File: config.mk
export PLATFORM = sky130hd
export DESIGN_NAME = kv_key_sideload_top
export DESIGN_NICKNAME = d
export VERILOG_FILES = /design/src/verilog/kv_sideload_pkg.sv /design/src/verilog/key_sideload_drive.sv /design/src/verilog/kv_ctrl_regs.sv /design/src/verilog/kv_key_buffer.sv /design/src/verilog/kv_key_sideload_top.sv /design/src/verilog/kv_read_client.sv
export VERILOG_INCLUDE_DIRS = /design/src /design/src/verilog
export SDC_FILE = /design/constraint.sdc
export NUM_CORES = 1
export LEC_CHECK = 0
export CORE_UTILIZATION = 35
export DETAILED_ROUTE_END_ITERATION = 16
export DONT_BUFFER_PORTS = 1
export PLACE_DENSITY = 0.49
export SLEW_MARGIN = 20
export SYNTH_ARGS = -nofsm -noshare
export SYNTH_HDL_FRONTEND = slang
export SYNTH_HIERARCHICAL = 1
export SYNTH_SLANG_ARGS = --single-unit
export TNS_END_PERCENT = 50
File: constraint.sdc
create_clock -name clk -period 5.6 [get_ports clk]
set_clock_uncertainty 0.2 [all_clocks]
set_input_delay 0.56 -clock clk [delete_from_list [all_inputs] [get_ports clk]]
set_output_delay 0.56 -clock clk [all_outputs]
set_load 0.05 [all_outputs]
File: src/verilog/kv_sideload_params.svh
//======================================
// Key vault sideload sizes and widths
// Register word addresses
//======================================

`ifndef KV_SIDELOAD_PARAMS_SVH
`define KV_SIDELOAD_PARAMS_SVH

// Key geometry, 8 dwords of 32 bits
`define KV_KEY_DWORDS 8
`define KV_KEY_W      (`KV_KEY_DWORDS * 32)

// Vault entry index and dword offset
`define KV_ENTRY_W    5
`define KV_OFFSET_W   3

// Register bus word addresses
`define REG_ADDR_W      4
`define REG_CTRL_ADDR   4'd0
`define REG_STATUS_ADDR 4'd1
`define REG_INTR_ADDR   4'd2

`endif

File: src/verilog/kv_sideload_pkg.sv
//======================================
// Shared types for the key sideload path
// Vault bus structs, error and FSM enums
// Control pulse and sideload key structs
//======================================

`default_nettype none

`include "kv_sideload_params.svh"

package kv_sideload_pkg;

  //======================================
  // Vault interface
  //======================================

  // Request toward the vault, held until valid
  typedef struct packed {
    logic                    req;
    logic [`KV_ENTRY_W-1:0]  entry;
    logic [`KV_OFFSET_W-1:0] offset;
  } kv_read_t;

  // One-cycle response from the vault
  typedef struct packed {
    logic        valid;
    logic [31:0] data;
    logic        error;
  } kv_rd_resp_t;

  //======================================
  // Enums
  //======================================

  // Error code as seen in STATUS[15:8]
  typedef enum logic [7:0] {
    KV_SUCCESS   = 8'h00,
    KV_READ_FAIL = 8'h01
  } kv_error_e;

  // Read client FSM
  typedef enum logic [1:0] {
    IDLE      = 2'd0,
    REQ       = 2'd1,
    WAIT_RESP = 2'd2,
    DONE      = 2'd3
  } kv_client_state_e;

  //======================================
  // Internal control and key output
  //======================================

  // Start pulse plus latched entry
  typedef struct packed {
    logic                   read_en;
    logic [`KV_ENTRY_W-1:0] entry;
  } kv_read_ctrl_t;

  // Key handed to the cipher engine
  typedef struct packed {
    logic                 valid;
    logic [`KV_KEY_W-1:0] key;
  } key_sideload_t;

endpackage

`default_nettype wire
File: src/verilog/key_sideload_drive.sv
//======================================
// Sideload key driver
// Key plus valid toward the cipher engine
//======================================

`timescale 1ns/10ps
`default_nettype none

`include "kv_sideload_params.svh"

module key_sideload_drive (
  input  wire                                  clk,
  input  wire                                  reset_n,
  input  wire  kv_sideload_pkg::kv_read_ctrl_t read_ctrl_i,
  input  wire  kv_sideload_pkg::kv_error_e     error_code_i,
  input  wire                                  read_done_i,
  input  wire  [`KV_KEY_W-1:0]                 key_i,
  output kv_sideload_pkg::key_sideload_t       sideload_o
);

  kv_sideload_pkg::key_sideload_t sideload_q;
  logic                           invalidate;

  // New request or failed fetch kills the key
  assign invalidate = read_ctrl_i.read_en ||
                      (error_code_i == kv_sideload_pkg::KV_READ_FAIL);

  always_ff @(posedge clk or negedge reset_n) begin
    if (!reset_n) begin
      sideload_q <= '0;
    end else if (invalidate) begin
      sideload_q <= '0;
    end else if (read_done_i) begin
      // Buffer is complete here
      sideload_q.valid <= 1'b1;
      sideload_q.key   <= key_i;
    end
  end

  assign sideload_o = sideload_q;

endmodule

`default_nettype wire

File: src/verilog/kv_ctrl_regs.sv
//======================================
// Control, status and interrupt registers
// Plain strobe bus, one-cycle read latency
//======================================

`timescale 1ns/10ps
`default_nettype none

`include "kv_sideload_params.svh"

module kv_ctrl_regs (
  input  wire                             clk,
  input  wire                             reset_n,
  // Host strobe bus
  input  wire                             req_i,
  input  wire                             write_i,
  input  wire  [`REG_ADDR_W-1:0]          addr_i,
  input  wire  [31:0]                     wdata_i,
  output logic [31:0]                     rdata_o,
  output logic                            rd_valid_o,
  // Status from the datapath
  input  wire                             kv_ready_i,
  input  wire                             key_valid_i,
  input  wire  kv_sideload_pkg::kv_error_e error_code_i,
  input  wire                             read_done_i,
  // Control out
  output kv_sideload_pkg::kv_read_ctrl_t  read_ctrl_o,
  output logic                            notif_intr_o
);

  localparam int unsigned CTRL_PAD_W = 32 - 8 - `KV_ENTRY_W;

  logic [`KV_ENTRY_W-1:0]         ctrl_entry_q;
  kv_sideload_pkg::kv_read_ctrl_t read_ctrl_q;
  logic                           intr_q;
  logic                           rd_valid_q;
  logic [31:0]                    rdata_q;
  logic [31:0]                    rdata_d;
  logic                           wr_ctrl;
  logic                           wr_intr;
  logic                           rd_req;
  logic                           start_ok;

  // Address decode
  assign wr_ctrl = req_i && write_i && (addr_i == `REG_CTRL_ADDR);
  assign wr_intr = req_i && write_i && (addr_i == `REG_INTR_ADDR);
  assign rd_req  = req_i && !write_i;

  // No start while busy or while a pulse is already out
  assign start_ok = kv_ready_i && !read_ctrl_q.read_en;

  //======================================
  // Control and interrupt state
  //======================================
  always_ff @(posedge clk or negedge reset_n) begin
    if (!reset_n) begin
      ctrl_entry_q <= '0;
      read_ctrl_q  <= '0;
      intr_q       <= 1'b0;
      rd_valid_q   <= 1'b0;
    end else begin
      rd_valid_q          <= rd_req;
      read_ctrl_q.read_en <= wr_ctrl && wdata_i[0] && start_ok;
      // Entry field always stored, even when busy
      if (wr_ctrl) begin
        ctrl_entry_q <= wdata_i[8 +: `KV_ENTRY_W];
      end
      if (wr_ctrl && wdata_i[0] && start_ok) begin
        read_ctrl_q.entry <= wdata_i[8 +: `KV_ENTRY_W];
      end
      // Sticky done flag, set beats clear
      if (read_done_i) begin
        intr_q <= 1'b1;
      end else if (wr_intr && wdata_i[0]) begin
        intr_q <= 1'b0;
      end
    end
  end

  // Read mux
  always_comb begin
    case (addr_i)
      `REG_CTRL_ADDR:   rdata_d = {{CTRL_PAD_W{1'b0}}, ctrl_entry_q, 8'h00};
      `REG_STATUS_ADDR: rdata_d = {16'h0000, error_code_i, 6'b0, key_valid_i, kv_ready_i};
      `REG_INTR_ADDR:   rdata_d = {31'b0, intr_q};
      default:          rdata_d = '0;
    endcase
  end

  // Read data, only meaningful with rd_valid
  always_ff @(posedge clk) begin
    if (rd_req) begin
      rdata_q <= rdata_d;
    end
  end

  assign rdata_o      = rdata_q;
  assign rd_valid_o   = rd_valid_q;
  assign read_ctrl_o  = read_ctrl_q;
  assign notif_intr_o = intr_q;

endmodule

`default_nettype wire

File: src/verilog/kv_key_buffer.sv
//======================================
// Key buffer, eight dwords
// Byte swap on write, clear on new read
//======================================

`timescale 1ns/10ps
`default_nettype none

`include "kv_sideload_params.svh"

module kv_key_buffer (
  input  wire                      clk,
  input  wire                      reset_n,
  input  wire                      clear_i,
  input  wire                      wr_en_i,
  input  wire  [`KV_OFFSET_W-1:0]  wr_offset_i,
  input  wire  [31:0]              wr_data_i,
  output logic [`KV_KEY_W-1:0]     key_o
);

  logic [`KV_KEY_DWORDS-1:0][3:0][7:0] key_q;
  logic [3:0][7:0]                     swz_data;

  // Engine wants the opposite byte order
  always_comb begin
    for (int b = 0; b < 4; b++) begin
      swz_data[b] = wr_data_i[8*(3-b) +: 8];
    end
  end

  // Dword store
  always_ff @(posedge clk or negedge reset_n) begin
    if (!reset_n) begin
      key_q <= '0;
    end else if (clear_i) begin
      // Wipe stale key bits on every new request
      key_q <= '0;
    end else if (wr_en_i) begin
      key_q[wr_offset_i] <= swz_data;
    end
  end

  assign key_o = key_q;

endmodule

`default_nettype wire

File: src/verilog/kv_key_sideload_top.sv
//======================================
// Key vault sideload top
// Registers, read client, buffer, driver
//======================================

`timescale 1ns/10ps
`default_nettype none

`include "kv_sideload_params.svh"

module kv_key_sideload_top (
  input  wire                                clk,
  input  wire                                reset_n,
  // Register bus
  input  wire                                req_i,
  input  wire                                write_i,
  input  wire  [`REG_ADDR_W-1:0]             addr_i,
  input  wire  [31:0]                        wdata_i,
  output logic [31:0]                        rdata_o,
  output logic                               rd_valid_o,
  // Key vault
  output kv_sideload_pkg::kv_read_t          kv_read_o,
  input  wire  kv_sideload_pkg::kv_rd_resp_t kv_resp_i,
  // Engine side
  output kv_sideload_pkg::key_sideload_t     key_o,
  output logic                               busy_o,
  output logic                               notif_intr_o
);

  kv_sideload_pkg::kv_read_ctrl_t read_ctrl;
  kv_sideload_pkg::kv_error_e     error_code;
  logic                           kv_ready;
  logic                           read_done;
  logic                           key_wr_en;
  logic [`KV_OFFSET_W-1:0]        key_wr_offset;
  logic [31:0]                    key_wr_data;
  logic [`KV_KEY_W-1:0]           key_buf;

  assign busy_o = ~kv_ready;

  kv_ctrl_regs u_regs (
    .clk          (clk),
    .reset_n      (reset_n),
    .req_i        (req_i),
    .write_i      (write_i),
    .addr_i       (addr_i),
    .wdata_i      (wdata_i),
    .rdata_o      (rdata_o),
    .rd_valid_o   (rd_valid_o),
    .kv_ready_i   (kv_ready),
    .key_valid_i  (key_o.valid),
    .error_code_i (error_code),
    .read_done_i  (read_done),
    .read_ctrl_o  (read_ctrl),
    .notif_intr_o (notif_intr_o)
  );

  kv_read_client u_client (
    .clk             (clk),
    .reset_n         (reset_n),
    .read_ctrl_i     (read_ctrl),
    .kv_read_o       (kv_read_o),
    .kv_resp_i       (kv_resp_i),
    .key_wr_en_o     (key_wr_en),
    .key_wr_offset_o (key_wr_offset),
    .key_wr_data_o   (key_wr_data),
    .error_code_o    (error_code),
    .kv_ready_o      (kv_ready),
    .read_done_o     (read_done)
  );

  // Start pulse doubles as buffer clear
  kv_key_buffer u_buffer (
    .clk         (clk),
    .reset_n     (reset_n),
    .clear_i     (read_ctrl.read_en),
    .wr_en_i     (key_wr_en),
    .wr_offset_i (key_wr_offset),
    .wr_data_i   (key_wr_data),
    .key_o       (key_buf)
  );

  key_sideload_drive u_sideload (
    .clk          (clk),
    .reset_n      (reset_n),
    .read_ctrl_i  (read_ctrl),
    .error_code_i (error_code),
    .read_done_i  (read_done),
    .key_i        (key_buf),
    .sideload_o   (key_o)
  );

endmodule

`default_nettype wire

File: src/verilog/kv_read_client.sv
//======================================
// Key vault read client FSM
// Fetches one entry, dword by dword
//======================================

`timescale 1ns/10ps
`default_nettype none

`include "kv_sideload_params.svh"

module kv_read_client (
  input  wire                             clk,
  input  wire                             reset_n,
  input  wire  kv_sideload_pkg::kv_read_ctrl_t read_ctrl_i,
  // Vault side
  output kv_sideload_pkg::kv_read_t       kv_read_o,
  input  wire  kv_sideload_pkg::kv_rd_resp_t   kv_resp_i,
  // Key buffer side
  output logic                            key_wr_en_o,
  output logic [`KV_OFFSET_W-1:0]         key_wr_offset_o,
  output logic [31:0]                     key_wr_data_o,
  // Status
  output kv_sideload_pkg::kv_error_e      error_code_o,
  output logic                            kv_ready_o,
  output logic                            read_done_o
);

  kv_sideload_pkg::kv_client_state_e state_q;
  kv_sideload_pkg::kv_error_e        error_q;
  logic [`KV_ENTRY_W-1:0]            entry_q;
  logic [`KV_OFFSET_W-1:0]           offset_q;
  logic                              resp_accept;
  logic                              last_dword;

  // Request held through REQ and WAIT_RESP
  always_comb begin
    kv_read_o.req    = (state_q == kv_sideload_pkg::REQ) ||
                       (state_q == kv_sideload_pkg::WAIT_RESP);
    kv_read_o.entry  = entry_q;
    kv_read_o.offset = offset_q;
  end

  // Responses with req low are dropped
  assign resp_accept = kv_read_o.req && kv_resp_i.valid;
  assign last_dword  = (32'(offset_q) == (`KV_KEY_DWORDS - 1));

  //======================================
  // FSM
  //======================================
  always_ff @(posedge clk or negedge reset_n) begin
    if (!reset_n) begin
      state_q  <= kv_sideload_pkg::IDLE;
      error_q  <= kv_sideload_pkg::KV_SUCCESS;
      entry_q  <= '0;
      offset_q <= '0;
    end else begin
      case (state_q)
        kv_sideload_pkg::IDLE: begin
          // Latch entry, restart from dword 0
          if (read_ctrl_i.read_en) begin
            entry_q  <= read_ctrl_i.entry;
            offset_q <= '0;
            error_q  <= kv_sideload_pkg::KV_SUCCESS;
            state_q  <= kv_sideload_pkg::REQ;
          end
        end
        kv_sideload_pkg::REQ, kv_sideload_pkg::WAIT_RESP: begin
          if (resp_accept) begin
            if (kv_resp_i.error) begin
              // Stop on first failure
              error_q <= kv_sideload_pkg::KV_READ_FAIL;
              state_q <= kv_sideload_pkg::DONE;
            end else if (last_dword) begin
              state_q <= kv_sideload_pkg::DONE;
            end else begin
              offset_q <= offset_q + 1'b1;
              state_q  <= kv_sideload_pkg::REQ;
            end
          end else begin
            state_q <= kv_sideload_pkg::WAIT_RESP;
          end
        end
        kv_sideload_pkg::DONE: state_q <= kv_sideload_pkg::IDLE;
        default:               state_q <= kv_sideload_pkg::IDLE;
      endcase
    end
  end

  // Good words go straight to the buffer
  assign key_wr_en_o     = resp_accept && !kv_resp_i.error;
  assign key_wr_offset_o = offset_q;
  assign key_wr_data_o   = kv_resp_i.data;

  // Status levels and done pulse
  assign error_code_o = error_q;
  assign kv_ready_o   = (state_q == kv_sideload_pkg::IDLE);
  assign read_done_o  = (state_q == kv_sideload_pkg::DONE);

endmodule

`default_nettype wire

# Yosys cells after proc, flatten, opt, wreduce, memory -nomap -nowiden

Cells that the tools add are included.

Equal/unequal tests: 12
Multiplexer cells: 24
Add/sub/neg operators: 1
Reductions and logical operators: 26
$lt $le $gt $ge: 2
Bitwise operators: 1

Operator list:

| cell                                                                     | number |
|---|---|
| 257-bit two-way mux                                                      | 2 |
| 256-bit two-way mux                                                      | 2 |
| 256-bit bitwise mux                                                      | 1 |
| 32-bit demux with 3-bit select                                           | 1 |
| 16-bit one-hot mux with 3 select lines                                   | 1 |
| 32-bit two-way mux                                                       | 1 |
| 8-bit two-way mux                                                        | 3 |
| 8-bit one-hot mux with 2 select lines                                    | 1 |
| 3-bit two-way mux                                                        | 4 |
| 1-bit logical AND                                                        | 11 |
| 8-bit by 1-bit equality test with 1-bit output (second input constant)   | 1 |
| 2-bit two-way mux                                                        | 4 |
| 2-bit nonzero test                                                       | 4 |
| 2-bit inequality test (second input constant)                            | 3 |
| 2-bit one-hot mux with 3 select lines                                    | 1 |
| 3-bit one-hot mux with 2 select lines                                    | 1 |
| 5-bit AND reduction                                                      | 1 |
| 2-bit equality test (second input constant)                              | 2 |
| 4-bit by 1-bit equality test with 1-bit output (second input constant)   | 1 |
| 4-bit by 2-bit equality test with 1-bit output (second input constant)   | 1 |
| 4-bit zero test                                                          | 1 |
| 3-bit by 4-bit < comparator with 1-bit output (second input constant)    | 1 |
| 2-bit by 1-bit inequality test with 1-bit output (second input constant) | 2 |
| 4-bit AND reduction                                                      | 1 |
| other kinds (11)                                                         | 15 |

Output and inout port bits: 301
Flip-flop bits (word level): 576
Bits of input ports: 74

# Logic depth before layout (Yosys ltp)

Gate-level depths: netlist of run 1.

Depth after elaboration: 7
Gate-level depth with buffers: 10

# By module

Netlist of run 1, hierarchy kept.

Modules (own cells, without submodules):

| module              | area an instance (um^2) | cells an instance | times used |
|---|---|---|---|
| key_sideload_drive  | 11683.7                 | 887               | 1 |
| kv_key_buffer       | 11317.1                 | 907               | 1 |
| kv_ctrl_regs        | 1108.6                  | 83                | 1 |
| kv_read_client      | 892.1                   | 93                | 1 |
| kv_key_sideload_top | 3.8                     | 1                 | 1 |

# Worst setup path after synthesis of run 1

No wires, ideal clock.

Path type: flip-flop to flip-flop
From: register u_client.state_q[0]
To: register u_buffer.key_q (netlist bit u_buffer/key_o[0])
Clock period less this slack: 2.496 ns
Data required time: 5.321 ns
Library setup time: 0.079 ns
Setup slack: 3.104 ns
Arrival: 2.217 ns
Stages on the path, launching flop included: 11
Path through: dfrtp_1 > inv_1 > ha_1 > buf_4 > nand2_1 > nor2_1 > buf_2 > nor4b_2 > buf_4 > buf_6 > mux2i_1

RTL lines:

| element                         | line                 | source |
|---|---|---|
| from (decl)                     | kv_read_client.sv:28 | `kv_sideload_pkg::kv_client_state_e state_q;` |
| from (signal assigned)          | kv_read_client.sv:52 | `state_q <= kv_sideload_pkg::IDLE;` |
| from (signal assigned)          | kv_read_client.sv:64 | `state_q <= kv_sideload_pkg::REQ;` |
| from (signal assigned)          | kv_read_client.sv:72 | `state_q <= kv_sideload_pkg::DONE;` |
| to (signal, indexed assignment) | kv_key_buffer.sv:39  | `key_q[wr_offset_i] <= swz_data;` |
| to (decl)                       | kv_key_buffer.sv:21  | `` logic [`KV_KEY_DWORDS-1:0][3:0][7:0] key_q; `` |

==> results of run 1 <==
synthesized netlist by cell type, drive strengths merged:
cell type / count / area share [%]
inv: 4 / 0.060
and3: 4 / 0.10
or3: 1 / 0.025
or4b: 1 / 0.055
o22ai: 1 / 0.025
and4: 1 / 0.035
o221a: 1 / 0.045
nand4bb: 4 / 0.18
o21ai: 3 / 0.060
ha: 4 / 0.20
and4bb: 1 / 0.050
a21o: 1 / 0.030
mux2i: 520 / 21
a31oi: 1 / 0.025
nand2: 5 / 0.085
buf: 187 / 5.3
nand4: 2 / 0.050
dfrtp: 537 / 54
a21boi: 1 / 0.030
nor4: 2 / 0.17
nand3b: 1 / 0.030
nand2b: 290 / 7.3
conb: 2 / 0.030
mux2: 15 / 0.68
nand3: 1 / 0.020
nand4b: 3 / 0.11
a21oi: 3 / 0.060
clkbuf: 91 / 1.4
nor2: 8 / 0.12
nor4b: 3 / 0.19
edfxtp: 10 / 1.2
a211oi: 258 / 7.7
a32o: 1 / 0.040
nor2b: 1 / 0.025
nor3: 3 / 0.080
cell families after synthesis:
kind of cell             count (synthesis)  share of synthesized area (%)
adder cells (fa/ha/maj)                  4                         0.2002
multiplexers                           535                          21.49
flip-flops                             547                          54.94
buffers and inverters                  282                          6.690
other                                    2                        0.03003
AND/OR/NAND/NOR                        331                          8.586
AO/OA/AOI/OAI                          270                          8.061
layout make-up:
| cell class | count | area (um^2) | area share [%] |
|---|---|---|---|
| Timing Repair Buffer | 51 | 595.6 | 2.163 |
| Inverter | 4 | 15.01 | 0.05453 |
| Antenna cell | 2 | 5.005 | 0.01818 |
| Clock buffer | 89 | 1912 | 6.943 |
| Clock inverter | 26 | 326.6 | 1.186 |
| Sequential cell | 547 | 13750 | 49.92 |
| Tap cell | 940 | 1176 | 4.271 |
| Multi-Input combinational cell | 1169 | 9759 | 35.44 |
critical path, stage by stage, from the launching register on:
cell	delay, ps
dfrtp_1	410
inv_1	60
ha_1	780
nand2_1	140
nor2_2	640
nand4bb_4	850
mux2i_1	410
layout by cell type (no fill, tap or decap), types with 3 or more instances in the layout:
master,count
dfrtp_1,533
mux2i_1,520
nand2b_1,288
a211oi_1,258
clkbuf_16,69
conb_1,29
buf_4,26
mux2_2,15
dlygate4sd3_1,13
clkbuf_8,11
clkinv_2,10
edfxtp_1,10
clkbuf_1,9
buf_12,8
bufinv_16,7
nor2_1,7
inv_1,4
buf_16,4
nand2_1,4
and3_1,4
clkinv_4,3
nand4b_1,3
a21oi_1,3
o21ai_1,3
ha_1,3
dfrtp_2,3
worst max-delay path by stage:
stage	start	to	slack, ps	cells after the start
detailed placement	u_client/state_q[0]$_DFFE_PN0P_	u_buffer/key_o[150]$_DFFE_PN0P_	1910	6
CTS	u_client/state_q[0]$_DFFE_PN0P_	u_buffer/key_o[150]$_DFFE_PN0P_	1860	6
global route	u_client/state_q[1]$_DFFE_PN0P_	u_buffer/key_o[158]$_DFFE_PN0P_	1670	6
floorplan	u_client/state_q[0]$_DFFE_PN0P_	u_buffer/key_o[0]$_DFFE_PN0P_	3100	10
finish	u_client/state_q[0]$_DFFE_PN0P_	u_buffer/key_o[159]$_DFFE_PN0P_	1910	6
global placement	u_client/state_q[0]$_DFFE_PN0P_	u_buffer/key_o[155]$_DFFE_PN0P_	1460	6
per-stage QoR:
stage	worst slack [ps]	util (%)	instances	hold slack [ps]	area (um^2)
3_5_place_dp	1910	35.58	2694	79.65	25050
4_1_cts	1863	38.94	2821	-561.4	27410
6_report	1911	39.12	2828	67.83	27540
5_1_grt	1672	39.11	2826	42.79	27530
2_1_floorplan	3104	-	1998	64.41	25110
3_3_place_gp	1459	35.58	2694	82.36	25040
per-layer routing:
layer	track usage, %	vias to the layer above
li1	-	6603
met1	29.09	7801
met2	32.03	409
met3	5.610	79
met4	5.413	0
met5	0	-
registers in the layout, indices dropped and copies added (netlist names):
register,flops
u_sideload/sideload_o,257
u_buffer/key_o,256
u_regs/rdata_o,10
u_regs/read_ctrl_o,6
u_client/entry_q,5
u_regs/ctrl_entry_q,5
u_client/key_wr_offset_o,3
u_client/state_q,2
u_client/error_code_o,1
u_regs/notif_intr_o,1
u_regs/rd_valid_o,1
power by group through the flow:
stage               registers (W)  clock network (W)  logic, W
global placement          0.00977                  0   0.00375
global route              0.00989            0.00472   0.00443
CTS                       0.00974            0.00455   0.00390
floorplan                 0.00911                  0   0.00351
detailed placement        0.00980                  0   0.00388
finish                    0.00969            0.00443   0.00398
==> flow_summary.ini, run 1 <==
[global_routing]
grt_max_degree = 538
grt.total_usage_pct = 20.88
first_global_vias = 15290
grt_pass1_wl_um = 112100
antenna_found_initial = 9
gr-total-overflow = 0

[floorplanning]
core-area_um2 = 70390
rows = 97
die_h_um = 269.3
dieWidth_um = 269.3
io_pins = 375
start_util_pct = 35.52
die_area_um2 = 72520

[routing]
drt_first_iter_violations = 1159
met2WireLength_um = 35170
routed-wl-met3_um = 5295
routed.top_layer = met4
vias = 14890
drtAntennaViolNets = 0
via_per_inst = 5.266
wl_per_cell_um = 27.01
drc_errors = 0
first_pass_iters = 4
drt-total-wl_um = 76390
m1WireLength_um = 34570

[worst_hold_path]
whs_endpoint = u_regs/rdata_o[11]$_SDFFCE_PN0P_
hold_start = addr_i[0]
holdPathStages = 2
hp-class = input port to flop

[worst_setup_path]
timing.rr.start = u_client/state_q[0]$_DFFE_PN0P_
rr_worst_depth = 6
r2r_end = u_buffer/key_o[159]$_DFFE_PN0P_
crit_path_end_kind = flop
rrSetupSlack_ps = 1910
critPathKind = flop to flop
cp.arrival_ps = 3970
cp.required_ps = 5880
worst_setup_path_start_kind = flop
critPathMaxFanout = 32

[synth]
ys_warn_count = 6
synth_seq_cells = 547
syn_area_per_cell_um2 = 12.69
netlist_instances = 1971
ys_types = 44
mappedNetlistArea_um2 = 25010
synth-seq-area-share_pct = 54.94

[final_layout]
nets = 1917
drive_above_1_share_pct = 9.279
syn2layout_area_growth_pct = 10.12
nFillCells = 6709

[power]
pwr-share-clk_pct = 24.5
p_seq_share_pct = 53.5
design_power_total_w = 0.01810
p_int_w = 0.01023
switching_power_w = 0.007874
peakVddDrop_uv = 356.2
p_leak_nw = 12.38
power_density_nw_per_um2 = 657.3
combPwrFrac_pct = 22.0
swShare_pct = 43.50

[run_status]
outcome = complete, no violations

[cts]
clock_latency_ps = 590
cts-root-buf = clkbuf_16
cts_made_buffers = 66
cts_hold_buf = 12
cts_resized = 0
cts_setup_buffers = 0
h-tree-depth = 3
clock_path_buffers = 3
clk_pin_slew_ps = 60
cts_tree = built
cts_sinks = 547

[placement]
routabilityCongestion = 0.7167
portBuffers = 0
hpwl_um = 41200

[flow_run]
cap_violations = 0

[timing]
min_period_ps = 3689
slew_violations = 0
post-route-period-util_pct = 65.87
rsz0062_at_grt = false
slew_headroom_pct = 21.29
tightest_slew_ps = 1181
hold_viol = 0
setup_violations = 0
fmax_mhz = 271.1
setup_tns_ps = 0
Note: power is estimated with default switching activity, not from simulation.
==> run 2: changes to the inputs <==
==> constraint.sdc (replaced) <==
create_clock -name clk -period 3.79 [get_ports clk]
set_clock_uncertainty 0.2 [all_clocks]
set_input_delay 0.379 -clock clk [delete_from_list [all_inputs] [get_ports clk]]
set_output_delay 0.379 -clock clk [all_outputs]
set_load 0.05 [all_outputs]
==> flow_summary.ini, run 2 (synthesis gave the netlist of run 1 again) <==
[run_status]
outcome = complete, no violations

[worst_setup_path]
cp_top_family = simple AND/OR/NAND/NOR gates
cp.required_ps = 4080
critPathMaxFanout = 32
critPathKind = flop to flop
rrSetupSlack_ps = 810
rr_worst_depth = 8
cp.arrival_ps = 3270
crit_path_end_kind = flop
r2r_end = u_buffer/key_o[73]$_DFFE_PN0P_
cpPeakStageDelay_ps = 710
timing.rr.start = u_client/state_q[0]$_DFFE_PN0P_
path_buf_inv = 3
slowest_stage = nand4bb_4
worst_setup_path_start_kind = flop
worstPathCellList = inv_1 > ha_1 > buf_4 > nand2_1 > nor2_1 > buf_4 > nand4bb_4 > mux2i_1
worst_path_most_repeated_cell = buf_4

[final_layout]
drive_above_1_share_pct = 9.979
postLayoutCellArea_um2 = 27770
nFillCells = 6714
syn2layout_area_growth_pct = 11.06
largest_reg_flops = 257
stdcell_count = 2866
nets = 1952
layout_common_cells = dfrtp_1 (535), mux2i_1 (520), nand2b_1 (289)
final_common_cell = dfrtp_1

[placement]
routabilityCongestion = 0.7139
hpwl_um = 42480
placed_area_um2 = 25270
portBuffers = 0
place_inst = 2723

[worst_hold_path]
holdPathStages = 3
hp-class = input port to flop
hold_start = kv_resp_i[22]
whs_endpoint = u_buffer/key_o[173]$_DFFE_PN0P_

[cts]
cts_sinks = 547
cts_resized = 0
cts-root-buf = clkbuf_16
h-tree-depth = 3
clock_latency_ps = 590
cts_setup_buffers = 0
cts_made_buffers = 66
clk_pin_slew_ps = 60
clock_path_buffers = 3
cts_hold_buf = 18
cts_tree = built

[floorplanning]
dieWidth_um = 269.3
start_util_pct = 35.52
io_pins = 375
rows = 97
core-area_um2 = 70390
die_h_um = 269.3
die_area_um2 = 72520

[timing]
slew_violations = 0
post-route-period-util_pct = 78.53
min_period_ps = 2976
rsz0062_at_grt = false
setup_violations = 0
fmax_mhz = 336.0
tightest_slew_ps = 1115
slew_headroom_pct = 25.65
whs_ps = 35.69
hold_viol = 0
setup_tns_ps = 0

[global_routing]
grt_pass1_wl_um = 112900
antenna_found_initial = 6
first_global_vias = 15540
grt.total_usage_pct = 21.01
gr-total-overflow = 0
grt_max_degree = 538

[routing]
drtAntennaViolNets = 0
first_pass_iters = 7
drt-total-wl_um = 77070
drc_errors = 0
vias = 15180
wl_per_cell_um = 26.89
via_per_inst = 5.298
drt_first_iter_violations = 1132

[flow_run]
cap_violations = 0

[power]
p_leak_nw = 12.53
peakVddDrop_uv = 342.6
power_density_nw_per_um2 = 960.3
design_power_total_w = 0.02667
==> run 2: cell types whose count changed in the layout (fill, tap and decap cells not counted), sizes merged <==
cell         previous run  this run
buf                    38        67
bufinv                  7         2
clkinv                 15        11
clkbuf                 89       105
clkinvlp                2         0
dlygate4sd3            13        19
inv                     6         4
==> run 2: worst max path at each step <==
| stage | startpoint | endpoint | cells after the start |
|---|---|---|---|
| after floorplan | u_client/state_q[0]$_DFFE_PN0P_ | u_buffer/key_o[0]$_DFFE_PN0P_ | 10 |
| after global placement | u_client/state_q[0]$_DFFE_PN0P_ | u_buffer/key_o[73]$_DFFE_PN0P_ | 8 |
| after detailed placement | u_client/state_q[0]$_DFFE_PN0P_ | u_buffer/key_o[73]$_DFFE_PN0P_ | 8 |
| after CTS | u_client/state_q[0]$_DFFE_PN0P_ | u_buffer/key_o[73]$_DFFE_PN0P_ | 8 |
| after global routing | u_client/state_q[0]$_DFFE_PN0P_ | u_buffer/key_o[73]$_DFFE_PN0P_ | 8 |
| final | u_client/state_q[0]$_DFFE_PN0P_ | u_buffer/key_o[73]$_DFFE_PN0P_ | 8 |
==> run 2: area by class of cell <==
class                      instances  area, um^2  area share (%)
timing repair buffer              86       885.9           3.190
sequential                       547       13740           49.49
multi-input combinational       1169        9754           35.12
clock buffer                     105        2032           7.317
antenna                            2       5.005         0.01802
tap                              940        1176           4.235
inverter                           4       15.01         0.05406
clock inverter                    13       160.2          0.5767
==> run 2: worst register-to-register path: stages, from the launching register on <==
cell and delay [ps]:
dfrtp_1 420, inv_1 80, ha_1 280, buf_4 250, nand2_1 110, nor2_1 110
buf_4 230, nand4bb_4 710, mux2i_1 490
==> run 2: metrics by stage <==
stage,setup WS (ps),utilization (%)
after global placement,916.0,35.90
after CTS,816.2,39.27
after floorplan,1294,-
after detailed placement,817.8,35.90
after global routing,641.6,39.45
final,813.7,39.45
==> run 2: power breakdown <==
| part | switching (W) | internal (W) | total [W] | leakage [nW] |
|---|---|---|---|---|
| sequential | 0.00607 | 0.00823 | 0.0143 | 5.77 |
| combinational | 0.00307 | 0.00295 | 0.00602 | 5.69 |
| clock | 0.00253 | 0.00382 | 0.00635 | 1.07 |
==> run 2: metal layers <==
layer / GRT usage, % / part of all wire (%) / wire, um
met5: 0 / 0 / 0
met2: 32.72 / 46 / 35790
met1: 28.42 / 44 / 34020
met3: 6.047 / 7.4 / 5721
met4: 5.891 / 2.0 / 1539
==> run 3: changes to the inputs <==
--- a/config.mk
+++ b/config.mk
@@ -9,7 +9,7 @@
 export CORE_UTILIZATION = 35
 export DETAILED_ROUTE_END_ITERATION = 16
 export DONT_BUFFER_PORTS = 1
-export PLACE_DENSITY = 0.49
+export PLACE_DENSITY = 0.51
 export SLEW_MARGIN = 20
 export SYNTH_ARGS = -nofsm -noshare
 export SYNTH_HDL_FRONTEND = slang
==> constraint.sdc (replaced) <==
create_clock -name clk -period 2.5 [get_ports clk]
set_clock_uncertainty 0.2 [all_clocks]
set_input_delay 0.25 -clock clk [delete_from_list [all_inputs] [get_ports clk]]
set_output_delay 0.25 -clock clk [all_outputs]
set_load 0.05 [all_outputs]
==> flow_summary.ini, run 3 (synthesis gave the netlist of run 1 again) <==
[run_status]
outcome = finished with violations
failed_checks = hold timing, slew limit

[cts]
cts-root-buf = clkbuf_16
clock_latency_ps = 630
cts_setup_buffers = 0
cts_made_buffers = 60
clock_path_buffers = 3
h-tree-depth = 2
cts_sinks = 547
clk_pin_slew_ps = 60
cts_tree = built

[power]
p_leak_nw = 12.81
power_density_nw_per_um2 = 1410
peakVddDrop_uv = 671.5

[worst_setup_path]
critPathKind = flop to output port
crit_path_end_kind = output port
rrSetupSlack_ps = 280
worst_setup_path_start_kind = flop
timing.rr.start = u_client/state_q[0]$_DFFE_PN0P_
cp.arrival_ps = 1860
critPathMaxFanout = 9
cp.required_ps = 2050
r2r_end = u_buffer/key_o[8]$_DFFE_PN0P_
rr_worst_depth = 8

[timing]
setup_violations = 0
slew_headroom_pct = -25.27
tightest_slew_ps = 1879
whs_ps = -870.0
rsz0062_at_grt = false
fin_ws_ps = 193.1
slew_violations = 204
hold_viol = 537
post-route-period-util_pct = 92.28
min_period_ps = 2307
fmax_mhz = 433.5
setup_tns_ps = 0

[routing]
via_per_inst = 5.245
drc_errors = 0
vias = 15320
wl_per_cell_um = 26.41
drtAntennaViolNets = 0
drt_first_iter_violations = 1206
drt-total-wl_um = 77130
first_pass_iters = 5

[placement]
place_inst = 2756
routabilityCongestion = 0.7242
hpwl_um = 44540
placed_area_um2 = 25760
place_ws_ps = 267.7
portBuffers = 0

[final_layout]
drive_above_1_share_pct = 10.97
nets = 2010
stdcell_count = 2921
largest_reg_flops = 257
syn2layout_area_growth_pct = 13.27
postLayoutCellArea_um2 = 28320
fin_util_pct = 40.24
layout_common_cells = dfrtp_1 (536), mux2i_1 (520), nand2b_1 (289)
final_common_cell = dfrtp_1

[worst_hold_path]
hp-class = input port to asynchronous set/reset pin

[flow_run]
cap_violations = 0

[global_routing]
antenna_found_initial = 8
grt_max_degree = 538
grt.total_usage_pct = 21.04
grt_pass1_wl_um = 113400
gr-total-overflow = 0
first_global_vias = 15540

[floorplanning]
rows = 97
start_util_pct = 35.52
die_h_um = 269.3
io_pins = 375
dieWidth_um = 269.3
die_area_um2 = 72520
core-area_um2 = 70390
run 3: cell count changes in the layout (fill, tap and decap cells not counted), sizes merged:
cell          before  now
inv                4    6
clkinvlp           0    2
dlygate4sd3       19   53
clkbuf           105   92
dlymetal6s4s       0    1
clkinv            11    8
buf               67   96
bufinv             2    5
run 3: how the worst max path moves through the flow:
stage,start,to,slack [ps],cells after the start
6_report,u_client/state_q[0]$_DFFE_PN0P_,busy_o,190,4
2_1_floorplan,u_client/state_q[0]$_DFFE_PN0P_,u_buffer/key_o[0]$_DFFE_PN0P_,4,10
5_1_grt,u_client/state_q[0]$_DFFE_PN0P_,busy_o,100,4
3_3_place_gp,u_client/state_q[0]$_DFFE_PN0P_,u_buffer/key_o[0]$_DFFE_PN0P_,290,8
4_1_cts,u_regs/read_ctrl_o[5]$_DFF_PN0_,u_regs/read_ctrl_o[0]$_DFFE_PN0P_,50,4
3_5_place_dp,u_client/state_q[0]$_DFFE_PN0P_,u_buffer/key_o[8]$_DFFE_PN0P_,270,8
run 3: worst max-delay path, cell delays in order, from the launching register on:
cell and delay (ps):
dfrtp_1 410, inv_1 60, ha_1 230, buf_4 190, inv_1 330
run 3: layout make-up:
| class | count | area [um^2] |
|---|---|---|
| sequential | 547 | 13740 |
| clock buffer | 92 | 1793 |
| antenna | 2 | 5.005 |
| multi-input combinational | 1169 | 9743 |
| tap | 940 | 1176 |
| inverter | 4 | 15.01 |
| timing repair buffer | 150 | 1627 |
| fill | 6687 | 42070 |
| clock inverter | 17 | 222.7 |
run 3: routing by layer:
metal	part of all wire, %	vias to the layer above	wire, um	GRT usage (%)
met5	0	-	0	0
met1	46	7994	35280	29.93
met2	46	410	35140	31.95
met3	6.2	103	4804	5.041
li1	-	6813	-	-
met4	2.5	0	1907	5.592
run 3: where the power goes:
| group | switching (W) | internal (W) |
|---|---|---|
| clock | 0.00368 | 0.00542 |
| combinational | 0.00464 | 0.00464 |
| sequential | 0.00907 | 0.0125 |
| total | 0.0174 | 0.0225 |
run 3: timing repair:
action | 4_1_cts | 5_1_grt
endpoints found under the hold margin | 829 | 543
endpoints found under the setup margin | 0 | 9
hold buffers | 52 | 3
gates resized for setup | 0 | 1
run 3: through the flow:
| step | power (W) | hold WS [ps] |
|---|---|---|
| 6_report | 0.03993 | -870.0 |
| 5_1_grt | 0.04195 | -908.0 |
| 4_1_cts | 0.04032 | -895.5 |
| 3_5_place_dp | 0.03100 | -222.0 |
| 3_3_place_gp | 0.03063 | -220.7 |
| 2_1_floorplan | 0.02829 | -245.6 |
